`src/logic/icache_refill_pkg.sv`:
```
`default_nettype none

package icache_refill_pkg;

   ////////////////////////////////////////
   // Widths
   ////////////////////////////////////////
   localparam int FETCH_ADDR_WIDTH = 32;   // Byte address
   localparam int LINE_WIDTH       = 128;  // One cache line
   localparam int BEAT_WIDTH       = 64;   // AXI read data bus
   localparam int LINE_OFFSET      = 4;    // Byte offset bits inside a line

   ////////////////////////////////////////
   // AXI burst encodings for a line refill
   ////////////////////////////////////////
   localparam logic [7:0] AXI_ARLEN_LINE   = 8'd1;  // Two beats per line
   localparam logic [2:0] AXI_ARSIZE_BEAT  = 3'd3;  // 8 bytes per beat
   localparam logic [1:0] AXI_ARBURST_INCR = 2'd1;  // Incrementing burst

   typedef logic [FETCH_ADDR_WIDTH-1:0] fetch_addr_t;
   typedef logic [LINE_WIDTH-1:0]       line_t;
   typedef logic [BEAT_WIDTH-1:0]       beat_t;

   // Miss slot life cycle
   typedef enum logic [1:0] {
      SLOT_IDLE,       // Free, grant follows request
      SLOT_WAIT_AR,    // Miss latched, waiting for the AR register
      SLOT_WAIT_DATA   // AR issued, collecting R beats
   } slot_state_e;

endpackage

`default_nettype wire
```
`src/logic/icache_refill_top.sv`:
```
`timescale 1ns/1ps
`default_nettype none

module icache_refill_top #(
   parameter  int NB_CORES = 4,
   localparam int NB_SLOTS = NB_CORES + 1,
   localparam int ID_WIDTH = $clog2(NB_SLOTS)
) (
   input  logic                                          clk,
   input  logic                                          rst_i,

   // Core fetch ports
   input  logic [NB_CORES-1:0]                           fetch_req_i,
   input  icache_refill_pkg::fetch_addr_t [NB_CORES-1:0] fetch_addr_i,
   output logic [NB_CORES-1:0]                           fetch_gnt_o,
   output logic [NB_CORES-1:0]                           fetch_rvalid_o,
   output icache_refill_pkg::line_t [NB_CORES-1:0]       fetch_rdata_o,

   // Prefetch port, last slot
   input  logic                                          pf_fetch_req_i,
   input  icache_refill_pkg::fetch_addr_t                pf_fetch_addr_i,
   output logic                                          pf_fetch_gnt_o,
   output logic                                          pf_fetch_rvalid_o,
   output icache_refill_pkg::line_t                      pf_fetch_rdata_o,

   // AXI read address channel
   output logic [ID_WIDTH-1:0]                           axi_arid_o,
   output icache_refill_pkg::fetch_addr_t                axi_araddr_o,
   output logic [7:0]                                    axi_arlen_o,
   output logic [2:0]                                    axi_arsize_o,
   output logic [1:0]                                    axi_arburst_o,
   output logic                                          axi_arvalid_o,
   input  logic                                          axi_arready_i,

   // AXI read data channel
   input  logic [ID_WIDTH-1:0]                           axi_rid_i,
   input  icache_refill_pkg::beat_t                      axi_rdata_i,
   input  logic                                          axi_rlast_i,
   input  logic                                          axi_rvalid_i,
   output logic                                          axi_rready_o
);

   import icache_refill_pkg::*;

   // Per-slot view, prefetcher on top index
   logic        [NB_SLOTS-1:0] slot_req;
   fetch_addr_t [NB_SLOTS-1:0] slot_addr;
   logic        [NB_SLOTS-1:0] slot_gnt;
   logic        [NB_SLOTS-1:0] slot_rvalid;
   line_t       [NB_SLOTS-1:0] slot_rdata;

   logic        [NB_SLOTS-1:0] ar_pending;
   fetch_addr_t [NB_SLOTS-1:0] line_addr;   // Aligned miss address per slot
   logic        [NB_SLOTS-1:0] ar_issue;

   logic        [NB_SLOTS-1:0] beat_strobe;
   logic                       beat_last;
   beat_t                      beat_data;

   assign slot_req  = {pf_fetch_req_i, fetch_req_i};
   assign slot_addr = {pf_fetch_addr_i, fetch_addr_i};

   assign fetch_gnt_o       = slot_gnt[NB_CORES-1:0];
   assign fetch_rvalid_o    = slot_rvalid[NB_CORES-1:0];
   assign fetch_rdata_o     = slot_rdata[NB_CORES-1:0];
   assign pf_fetch_gnt_o    = slot_gnt[NB_CORES];
   assign pf_fetch_rvalid_o = slot_rvalid[NB_CORES];
   assign pf_fetch_rdata_o  = slot_rdata[NB_CORES];

   ////////////////////////////////////////
   // R beat router
   ////////////////////////////////////////
   r_beat_router #(
      .NB_CORES      (NB_CORES)
   ) r_beat_router_i (
      .clk           (clk),
      .rst_i         (rst_i),
      .axi_rvalid_i  (axi_rvalid_i),
      .axi_rid_i     (axi_rid_i),
      .axi_rdata_i   (axi_rdata_i),
      .axi_rlast_i   (axi_rlast_i),
      .beat_strobe_o (beat_strobe),
      .beat_last_o   (beat_last),
      .beat_data_o   (beat_data)
   );

   ////////////////////////////////////////
   // One miss slot per requester
   ////////////////////////////////////////
   for (genvar g = 0; g < NB_SLOTS; g++) begin : gen_slot
      miss_slot miss_slot_i (
         .clk           (clk),
         .rst_i         (rst_i),
         .req_i         (slot_req[g]),
         .addr_i        (slot_addr[g]),
         .gnt_o         (slot_gnt[g]),
         .rvalid_o      (slot_rvalid[g]),
         .rdata_o       (slot_rdata[g]),
         .ar_pending_o  (ar_pending[g]),
         .line_addr_o   (line_addr[g]),
         .ar_issue_i    (ar_issue[g]),
         .beat_strobe_i (beat_strobe[g]),  // Beats for other IDs pass by
         .beat_last_i   (beat_last),
         .beat_data_i   (beat_data)
      );
   end

   ////////////////////////////////////////
   // AR arbiter and register
   ////////////////////////////////////////
   ar_arbiter #(
      .NB_CORES      (NB_CORES)
   ) ar_arbiter_i (
      .clk           (clk),
      .rst_i         (rst_i),
      .ar_pending_i  (ar_pending),
      .line_addr_i   (line_addr),
      .ar_issue_o    (ar_issue),
      .axi_arready_i (axi_arready_i),
      .axi_arvalid_o (axi_arvalid_o),
      .axi_araddr_o  (axi_araddr_o),
      .axi_arid_o    (axi_arid_o)
   );

   // Every refill is one full line burst
   assign axi_arlen_o   = AXI_ARLEN_LINE;
   assign axi_arsize_o  = AXI_ARSIZE_BEAT;
   assign axi_arburst_o = AXI_ARBURST_INCR;
   assign axi_rready_o  = 1'b1;  // Every slot can always take its beats

endmodule

`default_nettype wire

```
`src/logic/ar_arbiter.sv`:
```
`timescale 1ns/1ps
`default_nettype none

module ar_arbiter #(
   parameter  int NB_CORES = 4,
   localparam int NB_SLOTS = NB_CORES + 1,
   localparam int ID_WIDTH = $clog2(NB_SLOTS)
) (
   input  logic                                          clk,
   input  logic                                          rst_i,

   // Miss slots
   input  logic [NB_SLOTS-1:0]                           ar_pending_i,
   input  icache_refill_pkg::fetch_addr_t [NB_SLOTS-1:0] line_addr_i,
   output logic [NB_SLOTS-1:0]                           ar_issue_o,

   // AXI AR channel
   input  logic                                          axi_arready_i,
   output logic                                          axi_arvalid_o,
   output icache_refill_pkg::fetch_addr_t                axi_araddr_o,
   output logic [ID_WIDTH-1:0]                           axi_arid_o
);

   import icache_refill_pkg::*;

   logic                arvalid_q;
   fetch_addr_t         araddr_q;
   logic [ID_WIDTH-1:0] arid_q;

   logic                win_found;  // Some slot is pending
   logic [ID_WIDTH-1:0] win_idx;    // Lowest pending index
   logic                ar_free;    // AR register empty or draining
   logic                ar_load;

   ////////////////////////////////////////
   // Fixed priority, lowest index wins
   ////////////////////////////////////////
   always_comb begin
      win_found = 1'b0;
      win_idx   = '0;
      for (int s = 0; s < NB_SLOTS; s++) begin
         if (ar_pending_i[s] && !win_found) begin
            win_found = 1'b1;
            win_idx   = ID_WIDTH'(s);  // Cores first, prefetcher last
         end
      end
   end

   assign ar_free = !arvalid_q || axi_arready_i;
   assign ar_load = ar_free && win_found;

   // Tell the winner it is in the AR register
   always_comb begin
      for (int s = 0; s < NB_SLOTS; s++) begin
         ar_issue_o[s] = ar_load && (win_idx == ID_WIDTH'(s));
      end
   end

   always_ff @(posedge clk) begin
      if (rst_i) begin
         arvalid_q <= 1'b0;
      end else if (ar_load) begin
         arvalid_q <= 1'b1;
      end else if (axi_arready_i) begin
         arvalid_q <= 1'b0;  // Accepted, nothing behind it
      end
   end

   always_ff @(posedge clk) begin
      if (ar_load) begin
         araddr_q <= line_addr_i[win_idx];
         arid_q   <= win_idx;  // AXI ID is the slot index
      end
   end

   assign axi_arvalid_o = arvalid_q;
   assign axi_araddr_o  = araddr_q;
   assign axi_arid_o    = arid_q;

   // AXI rule, a stalled address must not move
   ar_stable_a : assert property (@(posedge clk) disable iff (rst_i)
      (axi_arvalid_o && !axi_arready_i) |=>
         (axi_arvalid_o && $stable(axi_araddr_o) && $stable(axi_arid_o)));

endmodule

`default_nettype wire

```
`src/logic/miss_slot.sv`:
```
`timescale 1ns/1ps
`default_nettype none

module miss_slot (
   input  logic                           clk,
   input  logic                           rst_i,

   // Requester side
   input  logic                           req_i,
   input  icache_refill_pkg::fetch_addr_t addr_i,
   output logic                           gnt_o,
   output logic                           rvalid_o,     // One-cycle pulse
   output icache_refill_pkg::line_t       rdata_o,      // Held until next response

   // Arbiter side
   output logic                           ar_pending_o,
   output icache_refill_pkg::fetch_addr_t line_addr_o,
   input  logic                           ar_issue_i,   // Slot loaded into AR register

   // Router side
   input  logic                           beat_strobe_i,
   input  logic                           beat_last_i,
   input  icache_refill_pkg::beat_t       beat_data_i
);

   import icache_refill_pkg::*;

   slot_state_e state_q;
   fetch_addr_t addr_q;    // Line aligned miss address
   beat_t       low_q;     // First beat of the line
   line_t       rdata_q;
   logic        rvalid_q;

   logic        req_take;  // Request accepted this cycle

   assign gnt_o    = (state_q == SLOT_IDLE);  // Grant follows request while free
   assign req_take = req_i && gnt_o;

   ////////////////////////////////////////
   // Slot FSM
   ////////////////////////////////////////
   always_ff @(posedge clk) begin
      if (rst_i) begin
         state_q  <= SLOT_IDLE;
         rvalid_q <= 1'b0;
      end else begin
         rvalid_q <= 1'b0;  // Default, pulse only
         case (state_q)
            SLOT_IDLE: begin
               if (req_take) begin
                  state_q <= SLOT_WAIT_AR;
               end
            end
            SLOT_WAIT_AR: begin
               if (ar_issue_i) begin
                  state_q <= SLOT_WAIT_DATA;
               end
            end
            SLOT_WAIT_DATA: begin
               // Last beat completes the line
               if (beat_strobe_i && beat_last_i) begin
                  state_q  <= SLOT_IDLE;
                  rvalid_q <= 1'b1;
               end
            end
            default: state_q <= SLOT_IDLE;
         endcase
      end
   end

   ////////////////////////////////////////
   // Address and line assembly
   ////////////////////////////////////////
   always_ff @(posedge clk) begin
      if (req_take) begin
         // Drop byte offset, burst starts at the line base
         addr_q <= {addr_i[FETCH_ADDR_WIDTH-1:LINE_OFFSET], {LINE_OFFSET{1'b0}}};
      end
      if (beat_strobe_i && !beat_last_i) begin
         low_q <= beat_data_i;  // Low half arrives first
      end
      if (beat_strobe_i && beat_last_i) begin
         rdata_q <= {beat_data_i, low_q};
      end
   end

   assign ar_pending_o = (state_q == SLOT_WAIT_AR);
   assign line_addr_o  = addr_q;
   assign rvalid_o     = rvalid_q;
   assign rdata_o      = rdata_q;

   // Router only targets a slot with a burst in flight
   strobe_in_wait_data_a : assert property (@(posedge clk) disable iff (rst_i)
      beat_strobe_i |-> (state_q == SLOT_WAIT_DATA));

   // Arbiter only issues a slot that is pending
   issue_in_wait_ar_a : assert property (@(posedge clk) disable iff (rst_i)
      ar_issue_i |-> (state_q == SLOT_WAIT_AR));

endmodule

`default_nettype wire

```
`src/logic/r_beat_router.sv`:
```
`timescale 1ns/1ps
`default_nettype none

module r_beat_router #(
   parameter  int NB_CORES = 4,
   localparam int NB_SLOTS = NB_CORES + 1,      // Cores plus prefetcher
   localparam int ID_WIDTH = $clog2(NB_SLOTS)   // Binary slot index
) (
   input  logic                        clk,
   input  logic                        rst_i,

   // AXI R channel, never stalled
   input  logic                        axi_rvalid_i,
   input  logic [ID_WIDTH-1:0]         axi_rid_i,
   input  icache_refill_pkg::beat_t    axi_rdata_i,
   input  logic                        axi_rlast_i,

   // Broadcast to all miss slots
   output logic [NB_SLOTS-1:0]         beat_strobe_o,
   output logic                        beat_last_o,
   output icache_refill_pkg::beat_t    beat_data_o
);

   import icache_refill_pkg::*;

   logic                rvalid_q;  // Beat captured last cycle
   logic [ID_WIDTH-1:0] rid_q;
   logic                rlast_q;
   beat_t               rdata_q;

   ////////////////////////////////////////
   // Input register stage
   ////////////////////////////////////////
   always_ff @(posedge clk) begin
      if (rst_i) begin
         rvalid_q <= 1'b0;
      end else begin
         rvalid_q <= axi_rvalid_i;
      end
   end

   // Payload only, qualified by rvalid_q
   always_ff @(posedge clk) begin
      if (axi_rvalid_i) begin
         rid_q   <= axi_rid_i;
         rlast_q <= axi_rlast_i;
         rdata_q <= axi_rdata_i;
      end
   end

   // ID decode to a one-hot slot strobe
   always_comb begin
      for (int s = 0; s < NB_SLOTS; s++) begin
         beat_strobe_o[s] = rvalid_q && (rid_q == ID_WIDTH'(s));
      end
   end

   assign beat_last_o = rlast_q;
   assign beat_data_o = rdata_q;

   // The slave may only answer with IDs that name a slot
   rid_in_range_a : assert property (@(posedge clk) disable iff (rst_i)
      axi_rvalid_i |-> (32'(axi_rid_i) < NB_SLOTS));

endmodule

`default_nettype wire

```
`config.mk`:
```
export PLATFORM = sky130hd
export DESIGN_NAME = icache_refill_top
export DESIGN_NICKNAME = d
export VERILOG_FILES = /design/src/logic/icache_refill_pkg.sv /design/src/logic/icache_refill_top.sv /design/src/logic/ar_arbiter.sv /design/src/logic/miss_slot.sv /design/src/logic/r_beat_router.sv
export SDC_FILE = /design/constraint.sdc
export NUM_CORES = 1
export LEC_CHECK = 0
export BUFFER_PORTS_ARGS = -buffer_cell sky130_fd_sc_hd__buf_2
export CAP_MARGIN = 25
export CELL_PAD_IN_SITES_DETAIL_PLACEMENT = 1
export CELL_PAD_IN_SITES_GLOBAL_PLACEMENT = 1
export CORE_AREA = 2 2 368 370
export DETAILED_ROUTE_END_ITERATION = 10
export DIE_AREA = 0 0 370 372
export PLACE_DENSITY = 0.58
export SLEW_MARGIN = 10
export SYNTH_ARGS = -nofsm -noshare
export SYNTH_HDL_FRONTEND = slang
export SYNTH_SLANG_ARGS = --single-unit
```
`constraint.sdc`:
```
create_clock -name clk -period 9.6 [get_ports clk]
set_input_delay 1.92 -clock clk [delete_from_list [all_inputs] [get_ports clk]]
set_output_delay 1.92 -clock clk [all_outputs]
set_load 0.005 [all_outputs]
```
======== Word-level counts from Yosys, hierarchy flattened ========
Index checks and enable logic that the tools add are counted.
operators by class
  $lt $le $gt $ge ......................... 1
  equal/unequal tests ..................... 33
  multiplexer cells ....................... 38
  bitwise logic cells ..................... 5
  reductions and logical operators ........ 55
operators by type and width
  cell                                                        number
  binary-select mux 32 bit (select 3 bit)                     1
  2-to-1 mux 2 bit                                            17
  2-to-1 mux 32 bit                                           1
  logical AND 1 bit                                           30
  one-hot mux 2 bit (3 select lines)                          5
  != test 2 bit, second input constant                        10
  AND reduction 3 bit                                         5
  2-to-1 mux 1 bit                                            13
  == test 3 x 2 -> 1 bit, second input constant               4
  == test 2 x 1 -> 1 bit, second input constant               5
  == test 2 bit, second input constant                        5
  zero test 2 bit                                             5
  != test 2 x 1 -> 1 bit, second input constant               5
  OR reduction 2 bit                                          5
  == test 3 x 1 -> 1 bit, second input constant               2
  == test 3 bit, second input constant                        2
  zero test 1 bit                                             6
  zero test 3 bit                                             2
  NOT 1 bit                                                   5
  less-than comparator 3 x 4 -> 1 bit, second input constant  1
  2-to-1 mux 3 bit                                            1
  nonzero test 2 bit                                          1
  logical OR 1 bit                                            1
storage, ports and cells
  flip-flop bits (word level) ............. 1220
  output and inout bits ................... 700
  word-level logic and storage cells ...... 164

======== Depth between registers and ports, before layout ========
Gate-level depths: netlist of run 1.
  depth after elaboration ................. 18
  gate-level depth with buffers ........... 9
  depth with buffers taken out ............ 6

======== Hierarchy ========
A second synthesis of run 1 with hierarchy kept.
second synthesis, totals
  cells, all modules ...................... 1680
  area, all modules ....................... 39314.0 µm²
modules (own cells, without submodules)
  module                                   times used  cells each  area each (µm²)  sequential area each (µm²)
  miss_slot (gen_slot[0].miss_slot_i ...)  3           240         6771.5           6666.4
  miss_slot (gen_slot[3].miss_slot_i ...)  2           241         6787.8           6666.4
  ar_arbiter                               1           387         3179.3           1071.0
  r_beat_router                            1           75          2132.0           2062.0
  icache_refill_top                        1           16          112.6            0.0

======== Worst setup path before layout of run 1 ========
No wires, ideal clock.
  path kind ............................... register to register
  start ................................... reg r_beat_router_i.rid_q[2]
  end ..................................... reg gen_slot[2].miss_slot_i.rvalid_q
  setup time .............................. 0.112 ns
  arrival time ............................ 10.327 ns
  data required time ...................... 9.488 ns
  setup slack ............................. -0.839 ns
  cell stages (with the launch flop) ...... 4
  path buffers ............................ 0
  clock period less this slack ............ 10.439 ns
  cells stage by stage .................... edfxtp_1 -> nand2b_1 -> nor3_1 -> and3_1
between the ends
  longest elaborated chain between the ends .. 4
RTL lines
  element                 RTL line             text
  from (decl)             r_beat_router.sv:27  logic [ID_WIDTH-1:0] rid_q;
  from (signal assigned)  r_beat_router.sv:45  rid_q <= axi_rid_i;
  == test 3 x 2 -> 1 bit  r_beat_router.sv:54  beat_strobe_o[s] = rvalid_q && (rid_q == ID_WIDTH'(s));
  logical AND 1 bit       r_beat_router.sv:54
  logical AND 1 bit       miss_slot.sv:61      if (beat_strobe_i && beat_last_i) begin
  2-to-1 mux 1 bit        miss_slot.sv:61
  to (signal assigned)    miss_slot.sv:45      rvalid_q <= 1'b0;
  to (signal assigned)    miss_slot.sv:47      rvalid_q <= 1'b0;
  to (signal assigned)    miss_slot.sv:63      rvalid_q <= 1'b1;
  to (decl)               miss_slot.sv:32      logic rvalid_q;
No other way between the ends.
A chain may end at the register's enable or synchronous reset.

======== Worst setup path after layout of run 1 ========
  start ................................... reg gen_slot[1].miss_slot_i.state_q[1]
  end ..................................... out fetch_gnt_o[1]
between the ends
  longest elaborated chain between the ends .. 1
RTL lines
  element                 RTL line                 text
  from (decl)             miss_slot.sv:28          slot_state_e state_q;
  from (signal assigned)  miss_slot.sv:44          state_q <= SLOT_IDLE;
  from (signal assigned)  miss_slot.sv:51          state_q <= SLOT_WAIT_AR;
  from (signal assigned)  miss_slot.sv:56          state_q <= SLOT_WAIT_DATA;
  zero test 2 bit         miss_slot.sv:36          assign gnt_o = (state_q == SLOT_IDLE);
  to (decl)               icache_refill_top.sv:15  output logic [NB_CORES-1:0] fetch_gnt_o,
No other way between the ends.

==> results of run 1 <==
==> critical path, stage by stage (launching register included) <==
cell     delay, ns
dfxtp_1       0.35
nor2_1        0.30
buf_2         0.19
==> where the power goes <==
part / switching [mW] / total, mW / internal, mW
clock network: 2.12 / 4.86 / 2.73
registers: 0.130 / 6.18 / 6.05
logic: 0.302 / 0.459 / 0.156
total: 2.56 / 11.5 / 8.94
==> flip-flops by register name, summed over array words and instances (netlist names), 5 cells and up <==
name                              flops
gen_slot.miss_slot_i.rdata_o        640
gen_slot.miss_slot_i.line_addr_o    140
r_beat_router_i.beat_data_o          64
gen_slot.miss_slot_i.state_q         10
ar_arbiter_i.axi_araddr_o            28
gen_slot.miss_slot_i.low_q          320
gen_slot.miss_slot_i.rvalid_o         5
==> kinds of logic (layout without fill, tap and decap cells) <==
kind of cell           count (synthesis)  in the layout  share of synthesized area [%]
DFF                                 1216           1216                           95.3
and+or+nand+nor                      151            151                           1.84
other                                  2             23                         0.0197
AOI/OAI and AO/OA                    112            112                           1.88
buffers and inverters                 52           1180                          0.840
muxes                                  5              5                          0.148
==> path summary, 6_finish.rpt <==
check	startpoint	end	slack [ns]
min	gen_slot[1].miss_slot_i.low_q[60]	gen_slot[1].miss_slot_i.rdata_o[60]	0.40
max	gen_slot[1].miss_slot_i.state_q[1]	fetch_gnt_o[1]	6.09
max reg2reg	r_beat_router_i.rid_q[2]	gen_slot[3].miss_slot_i.rdata_o[57]	6.22
min reg2reg	gen_slot[1].miss_slot_i.low_q[60]	gen_slot[1].miss_slot_i.rdata_o[60]	0.40
==> through the flow <==
stage                     area, um^2  worst slack, ns  utilization (%)  power, mW  hold slack [ns]
after detailed placement       45000             5.90             33.5       6.77            0.405
after global routing           49200             5.95             36.6       11.9            0.395
after floorplan                38200             2.32                -       6.44            0.400
final                          49200             6.09             36.6       11.5            0.397
after global placement         45000             5.95             33.5       6.76            0.400
after CTS                      49200             6.00             36.6       11.6            0.392
==> layout make-up <==
type / instances / area, um^2 / area share (%)
inverters: 5 / 28.8 / 0.0585
clock buffers: 171 / 3470 / 7.06
flip-flops and latches: 1216 / 36300 / 73.9
well taps: 1781 / 2230 / 4.53
clock inverters: 67 / 709 / 1.44
multi-input cells: 286 / 1610 / 3.27
repair buffers: 937 / 4790 / 9.74
diodes: 5 / 12.5 / 0.0254
==> cells in the final DEF, fill, tap and decap left out, drive strengths merged, types with 3 or more instances in the layout <==
cell type	instances
nand3	3
inv	9
o221ai	7
nor3	5
bufinv	5
diode	5
nor2	59
edfxtp	1199
clkinv	55
dfxtp	17
clkinvlp	3
nor2b	6
and2	5
o21ai	19
conb	18
a21oi	51
a221oi	5
clkbuf	171
a22o	7
o22a	17
and3	3
nand2b	9
buf	937
nand2	51
mux2	5
==> per-layer routing <==
| layer | vias to the layer above | wire length, um | track usage [%] |
|---|---|---|---|
| met5 | - | 161 | 0 |
| met4 | 24 | 2760 | 4.84 |
| li1 | 8188 | - | - |
| met3 | 175 | 9770 | 5.94 |
| met2 | 871 | 56100 | 26.7 |
| met1 | 9549 | 42500 | 18.0 |
==> impl_metrics.tcl, run 1 <==
set metrics [dict create \
    status "finished, final reports clean" \
    synth-seq-cells 1216 \
    fmax_mhz 285 \
    drtPass1Iterations 6 \
    port_buffers 898 \
    grt_antenna_before_repair 34 \
    rows 135 \
    setup_viol 0 \
    drv_cap 0 \
    crit_required_ns 7.68 \
    seq_area_frac_synth_pct 95.3 \
    grt_start_max_net_pins 58 \
    timing_hold_violations_final 0 \
    syn_avg_cell_area_um2 24.8 \
    cts_hold_buf 0 \
    cts.repair.resized 0 \
    yosysWarnings 0 \
    critPathKind "reg2out" \
    ys_types 37 \
    skew_ns 0.0296 \
    hold_depth 0 \
    leakagePower_nw 17.5 \
    vias 18800 \
    synthToLayoutAreaGrowth_pct 29.0 \
    timing.slew.headroom_pct 36.9 \
    clk_path_buf_depth 3 \
    yosysTopAreaCell "edfxtp_1" \
    ant_nets 0 \
    cts_max_level 4 \
    fp.dieW_um 370 \
    viasPerCell 4.21 \
    slew_viol_final 0 \
    synthCells 1538 \
    grtUsageTotal_pct 15.6 \
    rsz0062_at_grt "false" \
    grt-ovfl-total 0 \
    clk_pin_slew_ns 0.07 \
    clock_sinks 1216 \
    yosys-top-cells-area "edfxtp_1, dfxtp_1, a21oi_1, buf_4, nand2_1" \
    clkLatencyLatePin_ns 0.75 \
    nFillCells 13500 \
    syn_area_um2 38100 \
    tightest_slew_ns 0.946 \
    p_per_area_nw_per_um2 234 \
    setup-tns-final_ns 0 \
    netlist.area_leader.share_pct 94.4 \
    post_drt_wl_per_cell_um 24.9 \
    ios 937 \
    synthFlopType "edfxtp_1" \
    fin_crit_sh_pct 36.5 \
    yosysMostFrequentCell "edfxtp_1" \
    dp.cells 4225 \
    cts_setup_buffers 0 \
    fin_crit_ns 3.51 \
    peakVddDrop_mv 0.177 \
    drc 0 \
    cts_tree "yes" \
    grt_pass1_wl_mm 150 \
    gp_congestion 0.748 \
    synth_common_cells "edfxtp_1, a21oi_1, nand2_1, nor2_1, buf_4" \
    synth-async-reset-ratio_pct 0 \
    drive_gt1_share_pct 42.4 \
    coreArea_um2 134000 \
    clock-root-buffer "clkbuf_16" \
    post_layout_nonfiller_instances 4468 \
    startpoint_type "flop" \
    cp_data_arrival_time_ns 1.59 \
    synth_enable_flop_cells 1199 \
    fp.dieH_um 372 \
    initialDrtViolationCount 1409 \
    dieArea_um2 138000 \
    initial_utilization_pct 28.4 \
    nets 2814 \
    cp_max_fo 5 \
    drt-total-wl_mm 111 \
    grt_pass1_vias 18800 \
    cp-end-kind "output port" \
    cts_buffers 131 \
    r2r_cells 4 \
    dp_hpwl_mm 73.6 \
    hold_path.class "reg2reg" \
]
Note: power is estimated with default switching activity, not from simulation.
==> inputs of run 2 (changes only) <==
clock period = 3.2 ns   (was 9.6 ns; I/O delays follow)
==> run 2 against run 1 <==
Net effect:
- non-clock buffer count is 111 higher
- sequential power grew to 3.0 times the previous value
- worst hold slack worse by 0.32 ns
- register-to-register slack got worse by 5.3 ns
- via count increased by 1.8%
- combinational power grew to 3.3 times the previous value
- first-iteration DRC count decreased by 7.9%
==> impl_metrics.tcl, run 2 (synthesis gave the netlist of run 1 again) <==
set metrics [dict create \
    clk_path_buf_depth 3 \
    ios 937 \
    area.sequential_um2 36300 \
    cts_buffers 133 \
    peakVddDrop_mv 0.586 \
    final_cell_mix "edfxtp_1, buf_2, clkbuf_16" \
    clkPwrFrac_pct 42.3 \
    multi_input_area_um2 1650 \
    dp_hpwl_mm 71.5 \
    dieArea_um2 138000 \
    netSwitchingFraction_pct 22.0 \
    rows 135 \
    cts_tree "yes" \
    drive_gt1_share_pct 41.3 \
    gp_congestion 0.761 \
    fp.dieH_um 372 \
    startpoint_type "flop" \
    layout_commonest_cell "edfxtp_1" \
    nFillCells 13500 \
    post_drt_wl_per_cell_um 23.9 \
    cts.repair.resized 0 \
    clock-root-buffer "clkbuf_16" \
    fin_crit_ns 2.30 \
    p_per_area_nw_per_um2 685 \
    initialDrtViolationCount 1298 \
    hold_path.class "in2reg" \
    nets 2927 \
    grt_antenna_before_repair 19 \
    initial_utilization_pct 28.4 \
    coreArea_um2 134000 \
    setup-tns-final_ns 0 \
    critPathKind "reg2reg" \
    dpl_worst_slack_ns 0.827 \
    vias 19100 \
    grt_start_max_net_pins 75 \
    cp_max_fo 68 \
    status "finished, final reports clean" \
    largest_register_ffs 640 \
    finalWorstSetupSlack_ns 0.895 \
    setup_viol 0 \
    fin_crit_sh_pct 72.0 \
    grt-ovfl-total 0 \
    slew_viol_final 0 \
    ant_nets 0 \
    p_int_mw 27.1 \
    drv_cap 0 \
    grt_pass1_wl_mm 149 \
    skew_ns 0.0363 \
    slowest_stage "edfxtp_1" \
    tightest_slew_ns 0.826 \
    net-switching-power_mw 7.62 \
    clk_pin_slew_ns 0.06 \
    cp-end-kind "flop" \
    cp_data_arrival_time_ns 2.67 \
    path_cells "nor3b_1 -> nand3_1 -> clkinvlp_4 -> buf_12" \
    clock_sinks 1216 \
    fmax_mhz 434 \
    cts_max_level 4 \
    drtPass1Iterations 5 \
    combPwrFrac_pct 4.3 \
    r2r_slack_ns 0.90 \
    grtUsageTotal_pct 15.4 \
    timing_hold_violations_final 0 \
    p_seq_share_pct 53.4 \
    fp.dieW_um 370 \
    crit_required_ns 3.57 \
    grt_pass1_vias 19300 \
    leakagePower_nw 18.0 \
    viasPerCell 4.19 \
    slowest_delay_ns 0.50 \
    port_buffers 898 \
    clkLatencyLatePin_ns 0.76 \
    drc 0 \
    rsz0062_at_grt "false" \
    drt-total-wl_mm 109 \
    timing.slew.headroom_pct 44.9 \
    synthToLayoutAreaGrowth_pct 32.7 \
]
run 2: changes by cell type in the layout (fill, tap and decap cells not counted), moves of 2 or more:
cell and delta:
clkbuf_1 -9, buf_12 +21, clkinv_1 -3, clkinv_4 -2, nor3_4 +2, o21ai_1 -2, clkinv_2 +3, dlygate4sd3_1 +108
diode_2 -4, clkinvlp_4 +3, inv_6 +2, clkbuf_16 +2, buf_4 -19, nor3_2 -2
run 2: repair_timing:
item | 4_1_cts | 5_1_grt
hold endpoints to repair | 108 | 0
hold buffers | 108 | 0
setup buffers | 0 | 0
run 2: through the flow:
stage	hold slack [ns]	cell area (um^2)	cells	utilization, %	total power [mW]
after detailed placement	0.405	45300	4227	33.7	20.3
after global placement	0.400	45300	4227	33.7	20.3
after floorplan	0.400	38300	1554	-	19.3
after CTS	0.0000518	50600	4569	37.7	35.2
final	0.0738	50600	4571	37.7	34.7
after global routing	0.00246	50600	4571	37.7	35.9
run 2: worst paths after layout:
kind                               startpoint                                      end  cells after the start
min reg2reg  gen_slot[1].miss_slot_i.low_q[8]       gen_slot[1].miss_slot_i.rdata_o[8]                      0
max reg2reg          r_beat_router_i.rid_q[0]      gen_slot[4].miss_slot_i.rdata_o[21]                      4
min                         fetch_addr_i[110]  gen_slot[3].miss_slot_i.line_addr_o[14]                      1
max                  r_beat_router_i.rid_q[0]      gen_slot[4].miss_slot_i.rdata_o[21]                      4
run 2: routing by layer:
layer | vias to the layer above | global-route usage [%] | part of all wire, %
li1 | 8398 | - | -
met4 | 16 | 5.02 | 2.8
met2 | 879 | 26.1 | 50
met3 | 172 | 5.80 | 9.0
met5 | - | 0 | 0.091
met1 | 9673 | 18.0 | 38
run 2: cell type report:
| type | count | share of cell area (%) |
|---|---|---|
| antenna | 1 | 0.00494 |
| clock buffer | 164 | 6.89 |
| clock inverter | 70 | 1.46 |
| inverter | 5 | 0.0519 |
| multi-input combinational | 286 | 3.25 |
| sequential | 1216 | 71.8 |
| tap | 1781 | 4.40 |
| timing repair buffer | 1048 | 12.2 |
run 2: critical path: cells and delay by family, from the launching register on:
| kind | cells | cell delay [ns] |
|---|---|---|
| AND/OR/NAND/NOR | 2 | 0.70 |
| flip-flops | 1 | 0.50 |
| buffers and inverters | 2 | 0.49 |
run 2: power by group through the flow:
stage | combinational, mW | clock (mW) | sequential [mW]
6_report | 1.50 | 14.7 | 18.5
5_1_grt | 1.65 | 15.6 | 18.6
4_1_cts | 1.54 | 15.1 | 18.6
3_5_place_dp | 1.42 | 0 | 18.9
3_3_place_gp | 1.41 | 0 | 18.9
2_1_floorplan | 0.599 | 0 | 18.7
==> inputs of run 3 (changes only) <==
CORE_AREA = 2 2 362 364   (was 2 2 368 370)
DIE_AREA = 0 0 364 366   (was 0 0 370 372)
PLACE_DENSITY = 0.57   (was 0.58)
clock period = 2.25 ns   (was 3.2 ns; I/O delays follow)
==> run 3 against run 2 <==
Net effect:
- sequential share of layout area decreased by 1.8 points
- clock skew fell by 0.0070 ns
- critical path depth down 2
- via count up 5.0%
- sequential cell count did not move
- first-iteration DRC count up 14%
- count of clock-buffer cells in the layout shrank 4
- die area is 3.2% lower
- global-route usage increased by 1.8 points
==> impl_metrics.tcl, run 3 (synthesis gave the netlist of run 1 again) <==
set metrics [dict create \
    post_drt_wl_per_cell_um 25.2 \
    stdcell_area_um2 51900 \
    setup_viol 0 \
    min_from "axi_rvalid_i" \
    gp_congestion 0.836 \
    p_per_area_nw_per_um2 950 \
    tightest_slew_ns 0.942 \
    drt-total-wl_mm 117 \
    status "finished, final reports clean" \
    grt_pass1_vias 21400 \
    cp-startpoint "gen_slot[3].miss_slot_i.state_q[1]" \
    hold_path.class "in2reg" \
    grt_pass1_wl_mm 162 \
    rows 132 \
    cts_tree "yes" \
    drc 0 \
    ios 937 \
    coreArea_um2 129000 \
    drive_gt1_share_pct 40.3 \
    timing.slew.headroom_pct 37.2 \
    final_cell_mix "edfxtp_1, buf_2, dlygate4sd3_1" \
    r2r_start "gen_slot[3].miss_slot_i.state_q[0]" \
    startpoint_type "flop" \
    rsz0062_at_grt "false" \
    grtUsageTotal_pct 17.2 \
    drtPass1Iterations 5 \
    nFillCells 12700 \
    clock_sinks 1216 \
    ant_nets 0 \
    peakVddDrop_mv 0.670 \
    cp_max_fo 6 \
    grt_antenna_before_repair 3 \
    fp.dieW_um 364 \
    timing_hold_violations_final 0 \
    port_buffers 898 \
    nets 3061 \
    initial_utilization_pct 29.6 \
    critPathKind "reg2out" \
    leakagePower_nw 18.6 \
    fmax_mhz 490 \
    clk_path_buf_depth 3 \
    drv_cap 0 \
    grt-ovfl-total 0 \
    dieArea_um2 133000 \
    slew_viol_final 0 \
    p_total_mw 49.4 \
    post-route-util_pct 40.3 \
    initialDrtViolationCount 1474 \
    clkLatencyLatePin_ns 0.75 \
    cts_buffers 130 \
    crit_required_ns 1.80 \
    cp-end-kind "output port" \
    vias 20100 \
    placed_cell_area_um2 45700 \
    cts_max_level 4 \
    layout_commonest_cell "edfxtp_1" \
    viasPerCell 4.31 \
    largest_register_ffs 640 \
    synthToLayoutAreaGrowth_pct 36.1 \
    post_layout_nonfiller_instances 4667 \
    finalWorstSetupSlack_ns 0.209 \
    clk_pin_slew_ns 0.06 \
    skew_ns 0.0292 \
    clock-root-buffer "clkbuf_16" \
    fp.dieH_um 366 \
    dp_hpwl_mm 78.4 \
    cp_data_arrival_time_ns 1.59 \
    dpl_worst_slack_ns 0.178 \
    fin_crit_sh_pct 90.7 \
    grt_start_max_net_pins 64 \
    fin_crit_ns 2.04 \
    dp.cells 4222 \
]
[run 3: critical path: stages (launching register included)]
cell,delay [ns]
dfxtp_1,0.36
nor2_2,0.28
buf_2,0.20
[run 3: path summary, 6_finish.rpt]
path | to | slack (ns) | depth (start not counted)
max | fetch_gnt_o[3] | 0.21 | 2
min | r_beat_router_i.beat_data_o[6] | 0.10 | 1
min reg2reg | gen_slot[0].miss_slot_i.rdata_o[20] | 0.40 | 0
max reg2reg | ar_arbiter_i.axi_araddr_o[8] | 0.24 | 6
[run 3: final cells by class]
class | count | area, um^2 | area share, %
diodes | 4 | 10.0 | 0.0193
clock buffers | 160 | 3430 | 6.60
clock inverters | 69 | 644 | 1.24
inverters | 5 | 26.3 | 0.0506
multi-input cells | 286 | 1660 | 3.20
flip-flops and latches | 1216 | 36300 | 70.0
well taps | 1742 | 2180 | 4.20
repair buffers | 1185 | 7630 | 14.7
[run 3: through the flow]
stage	hold WS, ns	setup TNS (ns)
finish	0.104	0
global route	0.0478	0
CTS	0.0325	0
detailed placement	0.405	0
global placement	0.400	0
floorplan	0.400	-1153.84
[run 3: report_power, final]
part           switching (mW)  internal [mW]  total [mW]
Combinational            1.37          0.994        2.36
Sequential              0.598           25.8        26.4
Clock                    8.95           11.6        20.6
Total                    10.9           38.4        49.4
[run 3: timing repair]
| item | in CTS | in global routing |
|---|---|---|
| buffers inserted | 0 | 0 |
| endpoints found under the hold margin | 212 | 0 |
| resized for setup | 1 | 0 |
| hold buffers | 212 | 0 |
| setup endpoints to repair | 1 | 0 |
[run 3: routing by layer]
metal	vias up	GRT usage, %	share of wire (%)
li1	8672	-	-
met1	10400	19.2	37
met2	861	30.6	52
met3	164	5.68	8.2
met4	0	5.61	2.6
met5	-	0	0
